==> src/logic/idli_ex_pkg.sv <==
package idli_ex_pkg;

  // Width of one serial slice, of a full register, and the slice count per word.
  localparam int unsigned SLICE_W    = 4;
  localparam int unsigned WORD_W     = 16;
  localparam int unsigned NUM_SLICES = WORD_W / SLICE_W;

  // One slice of data as it moves through the datapath.
  typedef logic [SLICE_W-1:0] slice_t;

  // Slice counter. Slice 0 holds the least significant bits of a word.
  typedef logic [$clog2(NUM_SLICES)-1:0] ctr_t;

  // Register index.
  typedef logic [3:0] reg_t;

  // The zero register always reads zero, and writes to it are dropped.
  localparam reg_t REG_ZR = 4'd0;

  // Opcodes live in the top nibble of every instruction word.
  typedef enum logic [3:0] {
    OP_ADD    = 4'd0,
    OP_SUB    = 4'd1,
    OP_AND    = 4'd2,
    OP_OR     = 4'd3,
    OP_XOR    = 4'd4,
    OP_SHL    = 4'd5,
    OP_SRL    = 4'd6,
    OP_SRA    = 4'd7,
    OP_LDI    = 4'd8,
    OP_CMPEQ  = 4'd9,
    OP_CMPLT  = 4'd10,
    OP_CMPLTU = 4'd11,
    OP_COND   = 4'd12,
    OP_NOP    = 4'd15
  } op_t;

  // Conditional execution mask. Bit 0 is the P value the next instruction needs.
  typedef logic [7:0] cond_t;

  // Register form of an instruction.
  typedef struct packed {
    op_t  op;
    reg_t dst;
    reg_t lhs;
    reg_t rhs;
  } enc_alu_t;

  // COND form of an instruction. The middle nibble carries nothing.
  typedef struct packed {
    op_t        op;
    logic [3:0] rsvd;
    cond_t      mask;
  } enc_cond_t;

  // Both views of one instruction word share the op field.
  typedef union packed {
    enc_alu_t  alu;
    enc_cond_t cond;
  } enc_u;

  // Decoded control for the instruction that is executing.
  typedef struct packed {
    op_t        op;
    reg_t       dst;
    reg_t       lhs;
    reg_t       rhs;
    logic [7:0] imm;
    logic       is_arith;
    logic       is_shift;
    logic       is_cmp;
    logic       wr_reg;
    logic       is_cond;
    cond_t      mask;
    logic       vld;
  } ctl_t;

endpackage

==> src/logic/idli_ex_decode.sv <==
`timescale 1ns/10ps

module idli_ex_decode (
  input  var logic               i_ex_gck,
  input  var logic               i_ex_rst_n,
  input  var idli_ex_pkg::ctr_t  i_ex_ctr,
  input  var idli_ex_pkg::enc_u  i_ex_enc,
  input  var logic               i_ex_enc_vld,
  output var idli_ex_pkg::ctl_t  o_ex_ctl
);

  import idli_ex_pkg::*;

  // Encoding of the instruction that is executing.
  enc_u enc_q;
  logic vld_q;

  // The valid bit is control state, so it alone sees the reset.
  always_ff @(posedge i_ex_gck, negedge i_ex_rst_n) begin
    if (!i_ex_rst_n) begin
      vld_q <= 1'b0;
    end else if (i_ex_ctr == ctr_t'(NUM_SLICES - 1)) begin
      vld_q <= i_ex_enc_vld;
    end
  end

  // A new word is taken on the edge that closes the last slice. It then holds
  // for all four slices of execution.
  always_ff @(posedge i_ex_gck) begin
    if (i_ex_ctr == ctr_t'(NUM_SLICES - 1)) begin
      enc_q <= i_ex_enc;
    end
  end

  // Register fields come from the register view and the mask from the COND
  // view. Only the flags tell the later stages which of them matter.
  always_comb begin
    o_ex_ctl      = '0;
    o_ex_ctl.op   = enc_q.alu.op;
    o_ex_ctl.dst  = enc_q.alu.dst;
    o_ex_ctl.lhs  = enc_q.alu.lhs;
    o_ex_ctl.rhs  = enc_q.alu.rhs;
    // LDI packs its byte into the two source fields, the lhs field on top.
    o_ex_ctl.imm  = {enc_q.alu.lhs, enc_q.alu.rhs};
    o_ex_ctl.mask = enc_q.cond.mask;
    o_ex_ctl.vld  = vld_q;

    case (enc_q.alu.op)
      OP_ADD, OP_SUB, OP_AND, OP_OR, OP_XOR: begin
        o_ex_ctl.is_arith = 1'b1;
        o_ex_ctl.wr_reg   = 1'b1;
      end
      OP_SHL, OP_SRL, OP_SRA: begin
        o_ex_ctl.is_shift = 1'b1;
        o_ex_ctl.wr_reg   = 1'b1;
      end
      OP_LDI: begin
        o_ex_ctl.wr_reg   = 1'b1;
      end
      OP_CMPEQ, OP_CMPLT, OP_CMPLTU: begin
        // Compares run a subtract through the ALU and write only P.
        o_ex_ctl.is_arith = 1'b1;
        o_ex_ctl.is_cmp   = 1'b1;
      end
      OP_COND: begin
        o_ex_ctl.is_cond  = 1'b1;
      end
      default: begin
        // Unused opcodes behave as NOP.
        o_ex_ctl.op       = OP_NOP;
      end
    endcase
  end

endmodule

==> src/logic/idli_ex_rf.sv <==
`timescale 1ns/10ps

module idli_ex_rf (
  input  var logic                 i_ex_gck,
  input  var idli_ex_pkg::ctr_t    i_ex_ctr,
  input  var idli_ex_pkg::reg_t    i_ex_lhs,
  input  var idli_ex_pkg::reg_t    i_ex_rhs,
  output var idli_ex_pkg::slice_t  o_ex_lhs_data,
  output var idli_ex_pkg::slice_t  o_ex_rhs_data,
  output var logic                 o_ex_lhs_next,
  output var logic                 o_ex_lhs_prev,
  input  var logic                 i_ex_wr,
  input  var idli_ex_pkg::reg_t    i_ex_wr_reg,
  input  var idli_ex_pkg::slice_t  i_ex_wr_data
);

  import idli_ex_pkg::*;

  // Sixteen full words. Contents are undefined until written.
  logic [WORD_W-1:0] regs_q [16];

  // Whole source words with the zero register forced to zero.
  logic [WORD_W-1:0] lhs_word;
  logic [WORD_W-1:0] rhs_word;

  // Top bit of the lhs slice from the cycle before.
  logic prev_q;

  always_comb begin
    lhs_word = (i_ex_lhs == REG_ZR) ? '0 : regs_q[i_ex_lhs];
    rhs_word = (i_ex_rhs == REG_ZR) ? '0 : regs_q[i_ex_rhs];
  end

  // The counter picks which slice of each word is presented.
  always_comb begin
    o_ex_lhs_data = lhs_word[i_ex_ctr*SLICE_W +: SLICE_W];
    o_ex_rhs_data = rhs_word[i_ex_ctr*SLICE_W +: SLICE_W];
  end

  // The bit above the slice has not been overwritten yet, so it comes from
  // the array. Past the top slice the word's own top bit is repeated.
  always_comb begin
    if (i_ex_ctr == ctr_t'(NUM_SLICES - 1)) begin
      o_ex_lhs_next = lhs_word[WORD_W-1];
    end else begin
      o_ex_lhs_next = lhs_word[i_ex_ctr*SLICE_W + SLICE_W];
    end
  end

  // The slice below may already hold this instruction's own result when the
  // destination equals the source. Holding the bit as it was read keeps the
  // old value. Slice 0 has nothing below it.
  always_ff @(posedge i_ex_gck) begin
    prev_q <= o_ex_lhs_data[SLICE_W-1];
  end

  always_comb o_ex_lhs_prev = (i_ex_ctr == '0) ? 1'b0 : prev_q;

  // One slice lands per cycle, at the position named by the counter.
  always_ff @(posedge i_ex_gck) begin
    if (i_ex_wr) begin
      regs_q[i_ex_wr_reg][i_ex_ctr*SLICE_W +: SLICE_W] <= i_ex_wr_data;
    end
  end

endmodule

==> src/logic/idli_ex_alu.sv <==
`timescale 1ns/10ps

module idli_ex_alu (
  input  var logic                 i_ex_gck,
  input  var idli_ex_pkg::ctr_t    i_ex_ctr,
  input  var idli_ex_pkg::ctl_t    i_ex_ctl,
  input  var idli_ex_pkg::slice_t  i_ex_lhs,
  input  var idli_ex_pkg::slice_t  i_ex_rhs,
  output var idli_ex_pkg::slice_t  o_ex_out,
  output var logic                 o_ex_z,
  output var logic                 o_ex_n,
  output var logic                 o_ex_c,
  output var logic                 o_ex_v
);

  import idli_ex_pkg::*;

  logic             sub;
  slice_t           rhs_eff;
  logic             cin;
  logic [SLICE_W:0] sum;

  // Carry and running zero flag handed from one slice to the next.
  logic carry_q;
  logic zero_q;

  // Subtract is add with an inverted rhs and a carry in of one on slice 0.
  always_comb begin
    sub     = (i_ex_ctl.op == OP_SUB) || i_ex_ctl.is_cmp;
    rhs_eff = sub ? ~i_ex_rhs : i_ex_rhs;
    cin     = (i_ex_ctr == '0) ? sub : carry_q;
    sum     = {1'b0, i_ex_lhs} + {1'b0, rhs_eff} + {{SLICE_W{1'b0}}, cin};
  end

  always_comb begin
    case (i_ex_ctl.op)
      OP_AND:  o_ex_out = i_ex_lhs & i_ex_rhs;
      OP_OR:   o_ex_out = i_ex_lhs | i_ex_rhs;
      OP_XOR:  o_ex_out = i_ex_lhs ^ i_ex_rhs;
      default: o_ex_out = sum[SLICE_W-1:0];
    endcase
  end

  // Z covers every slice so far. N, C and V only mean something on the top
  // slice, which is where writeback samples them.
  always_comb begin
    o_ex_z = ((i_ex_ctr == '0) || zero_q) && (o_ex_out == '0);
    o_ex_n = o_ex_out[SLICE_W-1];
    o_ex_c = sum[SLICE_W];
    o_ex_v = (i_ex_lhs[SLICE_W-1] == rhs_eff[SLICE_W-1])
          && (sum[SLICE_W-1] != i_ex_lhs[SLICE_W-1]);
  end

  // Both are overridden on slice 0, so stale values never leak between
  // instructions.
  always_ff @(posedge i_ex_gck) begin
    carry_q <= sum[SLICE_W];
    zero_q  <= o_ex_z;
  end

endmodule

==> src/logic/idli_ex_shift.sv <==
`timescale 1ns/10ps

module idli_ex_shift (
  input  var idli_ex_pkg::ctr_t    i_ex_ctr,
  input  var idli_ex_pkg::ctl_t    i_ex_ctl,
  input  var idli_ex_pkg::slice_t  i_ex_lhs,
  input  var logic                 i_ex_next,
  input  var logic                 i_ex_prev,
  output var idli_ex_pkg::slice_t  o_ex_out
);

  import idli_ex_pkg::*;

  // Bit that enters the top of the slice on a right shift.
  logic top_in;

  // Within the word the bit comes from the slice above. On the last slice the
  // register file repeats the sign bit, which SRA keeps and SRL replaces by zero.
  always_comb begin
    top_in = i_ex_next;

    if (i_ex_ctr == ctr_t'(NUM_SLICES - 1)) begin
      top_in = (i_ex_ctl.op == OP_SRA) ? i_ex_next : 1'b0;
    end
  end

  // SHL pulls in the top bit of the slice below, which is zero on slice 0.
  always_comb begin
    case (i_ex_ctl.op)
      OP_SHL:         o_ex_out = {i_ex_lhs[SLICE_W-2:0], i_ex_prev};
      OP_SRL, OP_SRA: o_ex_out = {top_in, i_ex_lhs[SLICE_W-1:1]};
      default:        o_ex_out = i_ex_lhs;
    endcase
  end

endmodule

==> src/logic/idli_ex_wb.sv <==
`timescale 1ns/10ps

module idli_ex_wb (
  input  var logic                 i_ex_gck,
  input  var logic                 i_ex_rst_n,
  input  var idli_ex_pkg::ctr_t    i_ex_ctr,
  input  var idli_ex_pkg::ctl_t    i_ex_ctl,
  input  var idli_ex_pkg::slice_t  i_ex_alu_out,
  input  var idli_ex_pkg::slice_t  i_ex_shift_out,
  input  var logic                 i_ex_z,
  input  var logic                 i_ex_n,
  input  var logic                 i_ex_c,
  input  var logic                 i_ex_v,
  output var logic                 o_ex_wr,
  output var idli_ex_pkg::reg_t    o_ex_wr_reg,
  output var idli_ex_pkg::slice_t  o_ex_wr_data,
  output var logic                 o_ex_pred
);

  import idli_ex_pkg::*;

  // Predicate bit and conditional execution mask.
  logic  pred_q;
  cond_t mask_q;

  // High when the current instruction must not take effect.
  logic   skip;
  logic   run;
  logic   pred_d;
  slice_t imm_slice;

  // The mask is live only while some bit above bit 0 is set. Bit 0 then
  // names the P value that lets the instruction run.
  always_comb begin
    skip = (|mask_q[7:1]) && (pred_q != mask_q[0]);
    run  = i_ex_ctl.vld && !skip;
  end

  // LDI places its byte in the two low slices and zero above.
  always_comb begin
    case (i_ex_ctr)
      2'd0:    imm_slice = i_ex_ctl.imm[3:0];
      2'd1:    imm_slice = i_ex_ctl.imm[7:4];
      default: imm_slice = '0;
    endcase
  end

  // Arithmetic and compare results come from the ALU. LDI is the only writer left.
  always_comb begin
    if (i_ex_ctl.is_shift) begin
      o_ex_wr_data = i_ex_shift_out;
    end else if (i_ex_ctl.is_arith) begin
      o_ex_wr_data = i_ex_alu_out;
    end else begin
      o_ex_wr_data = imm_slice;
    end
  end

  // A write to the zero register never reaches the port.
  always_comb begin
    o_ex_wr     = run && i_ex_ctl.wr_reg && (i_ex_ctl.dst != REG_ZR);
    o_ex_wr_reg = i_ex_ctl.dst;
  end

  // Flags are only complete on the top slice.
  always_comb begin
    case (i_ex_ctl.op)
      OP_CMPEQ: pred_d = i_ex_z;
      OP_CMPLT: pred_d = i_ex_n != i_ex_v;
      default:  pred_d = !i_ex_c;
    endcase
  end

  // P and the mask change once per instruction, on its last slice.
  // A skipped COND does not load its mask and only ages the old one.
  always_ff @(posedge i_ex_gck, negedge i_ex_rst_n) begin
    if (!i_ex_rst_n) begin
      pred_q <= 1'b0;
      mask_q <= '0;
    end else if (i_ex_ctl.vld && (i_ex_ctr == ctr_t'(NUM_SLICES - 1))) begin
      if (i_ex_ctl.is_cmp && !skip) begin
        pred_q <= pred_d;
      end

      if (i_ex_ctl.is_cond && !skip) begin
        mask_q <= i_ex_ctl.mask;
      end else begin
        mask_q <= {1'b0, mask_q[7:1]};
      end
    end
  end

  always_comb o_ex_pred = pred_q;

endmodule

==> src/logic/idli_ex_core.sv <==
`timescale 1ns/10ps

module idli_ex_core (
  input  var logic                 i_ex_gck,
  input  var logic                 i_ex_rst_n,
  input  var idli_ex_pkg::ctr_t    i_ex_ctr,
  input  var idli_ex_pkg::enc_u    i_ex_enc,
  input  var logic                 i_ex_enc_vld,
  output var logic                 o_ex_rf_wr,
  output var idli_ex_pkg::reg_t    o_ex_rf_reg,
  output var idli_ex_pkg::slice_t  o_ex_rf_data,
  output var logic                 o_ex_pred
);

  import idli_ex_pkg::*;

  // Decoded control for the instruction that is executing.
  ctl_t ctl;

  // Operand slices and the lhs neighbour bits for the shifter.
  slice_t lhs_data;
  slice_t rhs_data;
  logic   lhs_next;
  logic   lhs_prev;

  // Results of the two slice units.
  slice_t alu_out;
  slice_t shift_out;
  logic   alu_z;
  logic   alu_n;
  logic   alu_c;
  logic   alu_v;

  // The next word is sampled here while the current one executes.
  idli_ex_decode decode_u (
    .i_ex_gck     (i_ex_gck),
    .i_ex_rst_n   (i_ex_rst_n),
    .i_ex_ctr     (i_ex_ctr),
    .i_ex_enc     (i_ex_enc),
    .i_ex_enc_vld (i_ex_enc_vld),
    .o_ex_ctl     (ctl)
  );

  // The write port is fed back from writeback, which also drives the outputs.
  idli_ex_rf rf_u (
    .i_ex_gck      (i_ex_gck),
    .i_ex_ctr      (i_ex_ctr),
    .i_ex_lhs      (ctl.lhs),
    .i_ex_rhs      (ctl.rhs),
    .o_ex_lhs_data (lhs_data),
    .o_ex_rhs_data (rhs_data),
    .o_ex_lhs_next (lhs_next),
    .o_ex_lhs_prev (lhs_prev),
    .i_ex_wr       (o_ex_rf_wr),
    .i_ex_wr_reg   (o_ex_rf_reg),
    .i_ex_wr_data  (o_ex_rf_data)
  );

  idli_ex_alu alu_u (
    .i_ex_gck (i_ex_gck),
    .i_ex_ctr (i_ex_ctr),
    .i_ex_ctl (ctl),
    .i_ex_lhs (lhs_data),
    .i_ex_rhs (rhs_data),
    .o_ex_out (alu_out),
    .o_ex_z   (alu_z),
    .o_ex_n   (alu_n),
    .o_ex_c   (alu_c),
    .o_ex_v   (alu_v)
  );

  // The shifter sees the same lhs slice as the ALU, in the same cycle.
  idli_ex_shift shift_u (
    .i_ex_ctr  (i_ex_ctr),
    .i_ex_ctl  (ctl),
    .i_ex_lhs  (lhs_data),
    .i_ex_next (lhs_next),
    .i_ex_prev (lhs_prev),
    .o_ex_out  (shift_out)
  );

  idli_ex_wb wb_u (
    .i_ex_gck       (i_ex_gck),
    .i_ex_rst_n     (i_ex_rst_n),
    .i_ex_ctr       (i_ex_ctr),
    .i_ex_ctl       (ctl),
    .i_ex_alu_out   (alu_out),
    .i_ex_shift_out (shift_out),
    .i_ex_z         (alu_z),
    .i_ex_n         (alu_n),
    .i_ex_c         (alu_c),
    .i_ex_v         (alu_v),
    .o_ex_wr        (o_ex_rf_wr),
    .o_ex_wr_reg    (o_ex_rf_reg),
    .o_ex_wr_data   (o_ex_rf_data),
    .o_ex_pred      (o_ex_pred)
  );

endmodule

==> config.mk <==
export PLATFORM = sky130hd
export DESIGN_NAME = idli_ex_core
export DESIGN_NICKNAME = d
export VERILOG_FILES = /design/src/logic/idli_ex_pkg.sv /design/src/logic/idli_ex_decode.sv /design/src/logic/idli_ex_rf.sv /design/src/logic/idli_ex_alu.sv /design/src/logic/idli_ex_shift.sv /design/src/logic/idli_ex_wb.sv /design/src/logic/idli_ex_core.sv
export SDC_FILE = /design/constraint.sdc
export NUM_CORES = 1
export LEC_CHECK = 0
export BUFFER_PORTS_ARGS = -buffer_cell sky130_fd_sc_hd__buf_2
export CORE_ASPECT_RATIO = 1.1
export CORE_UTILIZATION = 50
export DETAILED_ROUTE_END_ITERATION = 12
export MAX_ROUTING_LAYER = met4
export PLACE_DENSITY = 0.77
export SYNTH_ARGS = -nofsm -noshare
export SYNTH_HDL_FRONTEND = slang
export SYNTH_SLANG_ARGS = --single-unit
export TNS_END_PERCENT = 50
==> constraint.sdc <==
create_clock -name i_ex_gck -period 7.5 [get_ports i_ex_gck]
set_input_delay 0 -clock i_ex_gck [delete_from_list [all_inputs] [get_ports i_ex_gck]]
set_output_delay 0 -clock i_ex_gck [all_outputs]
set_load 0.01 [all_outputs]
Yosys cells after proc, flatten, opt, wreduce, memory -nomap -nowiden

Memories as Yosys holds them, arrays and structs flattened. A register that Yosys moved wholly into a read port is not among the register bits.
Cells that the tools add are included.

Logic and storage cells: 102
Output and inout bits: 10
Input port bits: 21
Bits in writable memories: 256
Memories kept: 1
Register bits: 29

Reduce and logical (&&, ||, !) cells: 27
Bitwise operators: 4
$lt $le $gt $ge: 1
Mux-type cells: 27
Shifts and indexed selects: 4
Equality and inequality tests: 27
Add/subtract/negate cells: 4

Memories:

| name        | words | bits a word | read ports | clocked after memory_dff | write ports | RTL line         | RTL |
|---|---|---|---|---|---|---|---|
| rf_u.regs_q | 16    | 16          | 2          | 2                        | 1           | idli_ex_rf.sv:20 | `logic [WORD_W-1:0] regs_q [16];` |

Operators with widths:

| operator                | number |
|---|---|
| $mux 16                 | 3 |
| $neg 4->34              | 1 |
| $shift 4x34->16 const A | 1 |
| $shiftx 4x34->16        | 1 |
| $eq 4x3->1 const B      | 8 |
| $lt 32x5->1 const B     | 1 |
| $shiftx 16x5->4         | 2 |
| $eq 4x4->1 const B      | 7 |
| $mux 4                  | 6 |
| $eq 4x2->1 const B      | 4 |
| $logic_not 4->1         | 4 |
| $pmux 4 s2              | 2 |
| $reduce_or 13->1        | 1 |
| $mux 1                  | 12 |
| $pmux 4 s3              | 1 |
| $logic_and 1x1->1       | 9 |
| $reduce_or 9->1         | 1 |
| $eq 4x1->1 const B      | 2 |
| $mux 8                  | 1 |
| $reduce_or 8->1         | 1 |
| $reduce_or 7->1         | 1 |
| $reduce_or 3->1         | 2 |
| $add 4x3->5 const B     | 1 |
| $add 4x4->5             | 1 |
| 17 further kinds        | 21 |

Longest topological paths before layout

Gate-level depths: netlist of the first run.

Word-level depth: 12
Depth in mapped cells: 17
Gate-level depth less buffers: 15

Hierarchy

Synthesis of the first run repeated with hierarchy kept, for this count alone.

Cell total of the unflattened synthesis: 995
Area total of the unflattened synthesis: 15303.4 µm²

Modules (own cells, without submodules):

| module         | area each (µm²) | instances | cells each | seq. area each (µm²) |
|---|---|---|---|---|
| idli_ex_rf     | 13010.0         | 1         | 757        | 7707.4 |
| idli_ex_decode | 817.0           | 1         | 58         | 505.5 |
| idli_ex_wb     | 733.2           | 1         | 87         | 225.2 |
| idli_ex_alu    | 595.6           | 1         | 72         | 40.0 |
| idli_ex_shift  | 147.6           | 1         | 21         | 0.0 |

Least setup slack after synthesis of the first run

OpenSTA, ideal clock, no wires.

Path kind: flip-flop to flip-flop
Start: register (tool-made name)
End: memory rf_u.regs_q[0][11], data pin
Cell stages (with the launch flop): 16
Clock period less this slack: 4.725 ns
Slack: 2.775 ns
Arrival: 4.449 ns
Data required time: 7.223 ns
Path through: dfxtp_1 -> buf_2 -> buf_2 -> mux4_2 -> mux4_2 -> mux4_2 -> nand2_1 -> xnor2_1 -> fa_1 -> a21o_1 -> a21oi_1 -> xnor2_1 -> a211oi_1 -> o31ai_1 -> nor3_4 -> nor2_1

RTL lines:

| element          | RTL line |
|---|---|
| end: declaration | idli_ex_rf.sv:20 |

==> results.yml, run 1 <==
timing:
  fin_ws_ns: 1.57
  whs_ns: 0.149
  setup_tns_ns: 0
  fin_crit_sh_pct: 79.0
  clock_skew_ns: 0.0138
  hold_viol: 0
  setup_viol: 0
  worstMarginPinSlew_ns: 1.00
  timing.fmax_mhz: 169
  period_minus_slack_ns: 5.93
  slew_headroom_pct: 33.1
  slew_viol_final: 0
  rsz0062_at_grt: "false"
setup_path:
  slowest_stage: "dfxtp_4"
  slowest_delay_ns: 0.89
  worstReg2RegEnd: "rf_u.regs_q[3][11]$_DFFE_PP_"
  crit_type: "flop to flop"
  required_ns: 7.73
  reg2reg_depth: 14
  end_kind: "flop"
  path_common_cell: "mux4_2"
  crit_fanout: 40
  cp_num_buf_inv: 1
  reg2reg_slack_ns: 1.57
  path_delay_family: "multiplexers"
  arrival_ns: 6.15
  start_kind: "flop"
  cp_cell_sequence: "buf_4 > mux4_2 > mux4_2 > mux4_2 > nand2_1 > xnor2_1 > fa_1 > a21o_1 > a21oi_1 > xnor2_1 > a211oi_1 > o31ai_1 > nor3_4 > nor2_1"
  crit_cells: 14
  critPathCapture: "rf_u.regs_q[3][11]$_DFFE_PP_"
grt:
  first_global_vias: 8438
  grt_max_degree: 41
  overflow: 0
  track_usage_pct: 24.5
  grt_pass1_wl_um: 51800
  antenna_found_initial: 0
final_layout:
  nFillCells: 2036
  drive_gt1_share_pct: 30.5
  final_util_pct: 57.7
  n_antenna_cell: 0
  final_common_cell: "edfxtp_1"
  final_cell_mix: "272 x edfxtp_1, 163 x mux4_2, 95 x nor2_1"
  syn_to_final_growth_pct: 12.1
  num-nets-final: 913
synth:
  ys_async_sr_fraction_pct: 3.41
  syn-instance-count: 820
  synth_edf_count: 272
  ys.flop_type: "edfxtp_1"
  synth_area_per_cell_um2: 17.7
  ys_types: 59
  syn_area_um2: 14500
  seq_area_frac_synth_pct: 59.7
  synth-seq-cells: 293
  yosysWarnings: 0
route:
  wl_um: 34100
  firstDrtPassIters: 6
  wl_per_cell_um: 27.0
  ant_nets: 0
  drc: 0
  drt_iter0_markers: 988
  viasPerCell: 6.52
  num_vias: 8217
floorplan:
  die-area_um2: 29600
  start_util_pct: 51.5
  coreArea_um2: 28100
  ios: 31
  die_h_um: 180
  die_w_um: 164
  rows: 64
clocking:
  cts-root-buf: "clkbuf_16"
  cts_sinks: 293
  insertion_delay_ns: 0.57
  htree_levels: 1
  cts_max_path_buffers: 3
  numCtsBuffers: 31
  clk_pin_slew_ns: 0.06
  cts_tree: "yes"
power:
  ir_drop_uv: 239
  pwr_density_cell_nw_per_um2: 256
  total_leakage_power_nw: 5.44
  power_w: 0.00415
run:
  cap_violations: 0
placed_design:
  pre_cts_ws_ns: 1.63
  gp_congestion: 0.888
  post-dp-hpwl_um: 23100
  port_buffers: 30
hold_path:
  hp-class: "primary input to flop"
status:
  status: "finished clean"
==> sequential cells by signal, summed over array words and instances (netlist names), named ones only <==
register        count
decode_u.vld_q      1
wb_u.mask_q         8
alu_u.zero_q        1
alu_u.carry_q       1
rf_u.regs_q       256
wb_u.o_ex_pred      1
rf_u.prev_q         1
decode_u.enc_q     16
==> metal layers <==
layer	share of wire [%]	vias to the layer above	global-route usage [%]	wire, um
li1	-	3461	-	-
met2	51	400	39.7	17500
met3	7.7	67	4.30	2640
met4	2.7	0	6.74	903
met5	0	-	-	0
met1	38	4289	31.9	13100
==> cells in the mapped netlist, drive strengths merged, types with 11 or more instances <==
library cell / instances / area, um2
edfxtp: 272 / 8170
mux4: 163 / 3670
nor2: 95 / 357
nand2: 37 / 141
buf: 28 / 181
clkbuf: 26 / 97.6
inv: 22 / 82.6
ha: 17 / 213
mux2i: 16 / 160
nand3: 12 / 60.1
o21ai: 12 / 60.1
dfxtp: 11 / 220
mux2: 11 / 124
==> worst min-delay path by stage <==
stage	from	endpoint	slack [ns]	cells past startpoint
floorplan	i_ex_rst_n	decode_u.vld_q$_DFFE_PN0N_	-0.30	0
global placement	i_ex_rst_n	decode_u.vld_q$_DFFE_PN0N_	-0.13	1
detailed placement	i_ex_rst_n	decode_u.vld_q$_DFFE_PN0N_	-0.13	1
CTS	i_ex_enc[9]	decode_u.enc_q[9]$_DFFE_PN_	0.13	2
global route	i_ex_enc[11]	decode_u.enc_q[11]$_DFFE_PN_	0.14	2
finish	i_ex_enc[15]	decode_u.enc_q[15]$_DFFE_PN_	0.15	2
==> layout make-up <==
type / instances / area (um2) / share of cell area, %
Sequential cell: 293 / 8650 / 53.3
Multi-Input combinational cell: 465 / 5530 / 34.1
Clock buffer: 35 / 791 / 4.87
Tap cell: 363 / 454 / 2.80
Timing Repair Buffer: 59 / 440 / 2.71
Clock inverter: 23 / 272 / 1.67
Inverter: 23 / 86.3 / 0.532
==> through the flow <==
step                      instances  cell area (um2)
after floorplan                 835            14500
after global placement         1184            15000
after detailed placement       1184            15000
after CTS                      1261            16200
after global routing           1261            16200
final                          1261            16200
==> worst reg2reg max path, delay by kind of cell, from the launching register on <==
family,cells,cell delay [ns]
xor gates and xnor gates,2,0.29
DFF,1,0.89
AOI/OAI and AO/OA,4,0.98
buffers and inverters,1,0.40
muxes,3,1.50
and+or+nand+nor,3,1.07
adders and majority gates,1,0.45
==> cells by family after synthesis <==
group	synth area share, %
muxes	27.3
AOI/OAI and AO/OA	2.55
DFF	59.7
adders and majority gates	1.75
xor gates and xnor gates	0.423
other	0.0259
and+or+nand+nor	5.77
buffers and inverters	2.52
==> timing repair <==
item,in CTS,in global routing
resized for setup,0,0
endpoints found under the setup margin,0,0
setup buffers,0,0
hold endpoints to repair,35,0
hold buffers,19,0
==> report_power, final <==
| part | leakage [nW] | switching [W] | internal (W) | total, W |
|---|---|---|---|---|
| Sequential | 2.77 | 0.0000688 | 0.00184 | 0.00191 |
| Clock | 0.503 | 0.000645 | 0.000935 | 0.00158 |
| Combinational | 2.16 | 0.000351 | 0.000307 | 0.000658 |
| Total | 5.44 | 0.00107 | 0.00309 | 0.00415 |
(Power assumes the default switching activity.)
==> inputs of run 2 (changes only) <==
Settings changed: PLACE_DENSITY 0.77 to 0.79.
Clock period 7.5 ns to 5.2 ns, I/O delays scaled along.
==> run 2 against run 1 <==
Against the previous run: register-to-register slack got worse by 1.4 ns; clock-buffer cell count is 2 lower; via count up 3.6%; hold slack improved by 0.0036 ns; wire length is 3.8% higher; worst setup slack lost 1.5 ns; design area rose by 1.0%; sequential power is 42% higher; total power up 42%; clock power grew 35%; largest cell class unchanged; highest routed layer unchanged.
==> results.yml, run 2 (same netlist as run 1, synthesis figures left out) <==
status:
  status: "finished clean"
setup_path:
  crit_type: "flop to primary output"
  worstReg2RegEnd: "rf_u.regs_q[12][1]$_DFFE_PP_"
  critPathCapture: "o_ex_rf_data[3]"
  arrival_ns: 5.17
  slowest_delay_ns: 0.55
  end_kind: "primary output"
  start_kind: "flop"
  crit_fanout: 28
  cp_num_buf_inv: 3
  required_ns: 5.20
  path_delay_family: "multiplexers"
  reg2reg_depth: 14
  crit_cells: 15
  reg2reg_slack_ns: 0.13
  path_common_cell: "mux4_2"
  cp_cell_sequence: "buf_12 > mux4_2 > mux4_2 > mux4_2 > nand2_1 > xnor2_1 > fa_1 > a21o_1 > a21oi_1 > xnor2_1 > a211oi_1 > o31ai_1 > nor3_4 > inv_1 > buf_2"
  slowest_stage: "mux4_2"
final_layout:
  n_antenna_cell: 0
  final_area_um2: 16400
  regMostFlops: "rf_u.regs_q"
  layout.cells.non_filler: 1274
  reg_top3: "rf_u.regs_q: 256 flops, decode_u.enc_q: 16 flops, wb_u.mask_q: 8 flops"
  final_util_pct: 58.3
  final_common_cell: "edfxtp_1"
  largest_reg_flops: 256
  syn_to_final_growth_pct: 13.2
  nFillCells: 1984
  drive_gt1_share_pct: 32.3
  final_cell_mix: "272 x edfxtp_1, 163 x mux4_2, 87 x nor2_1"
  num-nets-final: 927
timing:
  timing.fmax_mhz: 194
  period_minus_slack_ns: 5.17
  clock_skew_ns: 0.0188
  setup_viol: 0
  setup_tns_ns: 0
  slew_headroom_pct: 36.6
  slew_viol_final: 0
  rsz0062_at_grt: "true"
  fin_crit_sh_pct: 99.4
  whs_ns: 0.152
  worstMarginPinSlew_ns: 0.948
  hold_viol: 0
route:
  drt_iter0_markers: 1251
  drc: 0
  wl_um: 35400
  num_vias: 8509
  firstDrtPassIters: 6
  wl_per_cell_um: 27.8
  ant_nets: 0
  viasPerCell: 6.68
grt:
  overflow: 0
  first_global_vias: 8544
  track_usage_pct: 25.5
  grt_pass1_wl_um: 53300
  antenna_found_initial: 0
  grt_max_degree: 36
clocking:
  cts-root-buf: "clkbuf_16"
  cts_max_path_buffers: 3
  numCtsBuffers: 30
  cts_sinks: 293
  clk_pin_slew_ns: 0.06
  htree_levels: 1
  insertion_delay_ns: 0.57
  postCtsSetupBuffers: 0
  cts_tree: "yes"
floorplan:
  start_util_pct: 51.5
  rows: 64
  ios: 31
  coreArea_um2: 28100
  die_h_um: 180
  die-area_um2: 29600
  die_w_um: 164
placed_design:
  port_buffers: 30
  dpl_cell_area_um2: 15200
  numPlacedInstances: 1199
  post-dp-hpwl_um: 23900
  gp_congestion: 0.877
power:
  total_leakage_power_nw: 5.51
  pwr_density_cell_nw_per_um2: 360
  ir_drop_uv: 277
hold_path:
  min_from: "i_ex_enc[10]"
  hp-class: "primary input to flop"
run:
  cap_violations: 0
## run 2: layout make-up
cell class / count / area (um2) / area share, %
Clock buffer: 33 / 783 / 4.78
Tap cell: 363 / 454 / 2.77
Clock inverter: 23 / 201 / 1.23
Timing Repair Buffer: 74 / 653 / 3.98
Inverter: 23 / 86.3 / 0.527
Multi-Input combinational cell: 465 / 5570 / 34.0
Sequential cell: 293 / 8650 / 52.8
## run 2: layer usage
metal | routed length [um] | track usage (%)
met3 | 3850 | 5.02
met5 | 0 | -
met4 | 1310 | 8.85
met1 | 12700 | 33.1
met2 | 17500 | 40.3
## run 2: metrics by stage
stage	setup slack, ns	power, W
after CTS	-0.0252	0.00589
final	0.0326	0.00590
after detailed placement	-0.0203	0.00378
after global routing	-0.179	0.00609
after global placement	0.193	0.00376
after floorplan	0.475	0.00346
## run 2: how the worst min path moves through the flow
stage,slack [ns],cells after the start,endpoint
after floorplan,-0.30,0,decode_u.vld_q$_DFFE_PN0N_
after global placement,-0.13,1,wb_u.mask_q[3]$_DFFE_PN0P_
after detailed placement,-0.12,1,wb_u.mask_q[2]$_DFFE_PN0P_
after CTS,0.13,2,decode_u.enc_q[9]$_DFFE_PN_
after global routing,0.14,2,decode_u.enc_q[11]$_DFFE_PN_
final,0.15,2,decode_u.enc_q[10]$_DFFE_PN_
## run 2: power by group
group / internal (W) / switching [W]
combinational: 0.000480 / 0.000568
sequential: 0.00266 / 0.0000567
clock: 0.00123 / 0.000900
total: 0.00437 / 0.00152
## run 2: worst register-to-register path: cells and delay by family, from the launching register on
kind	cells	cell delay [ns]
buffers and inverters	3	0.38
and+or+nand+nor	2	0.80
adders and majority gates	2	0.88
xor gates and xnor gates	1	0.11
DFF	1	0.37
AOI/OAI and AO/OA	3	0.62
muxes	3	1.59
## run 2: repair_timing
| item | in CTS | in global routing |
|---|---|---|
| resized for setup | 1 | 9 |
| pin swaps | 0 | 0 |
| hold endpoints to repair | 35 | 0 |
| setup endpoints to repair | 48 | 178 |
| hold buffers | 19 | 0 |
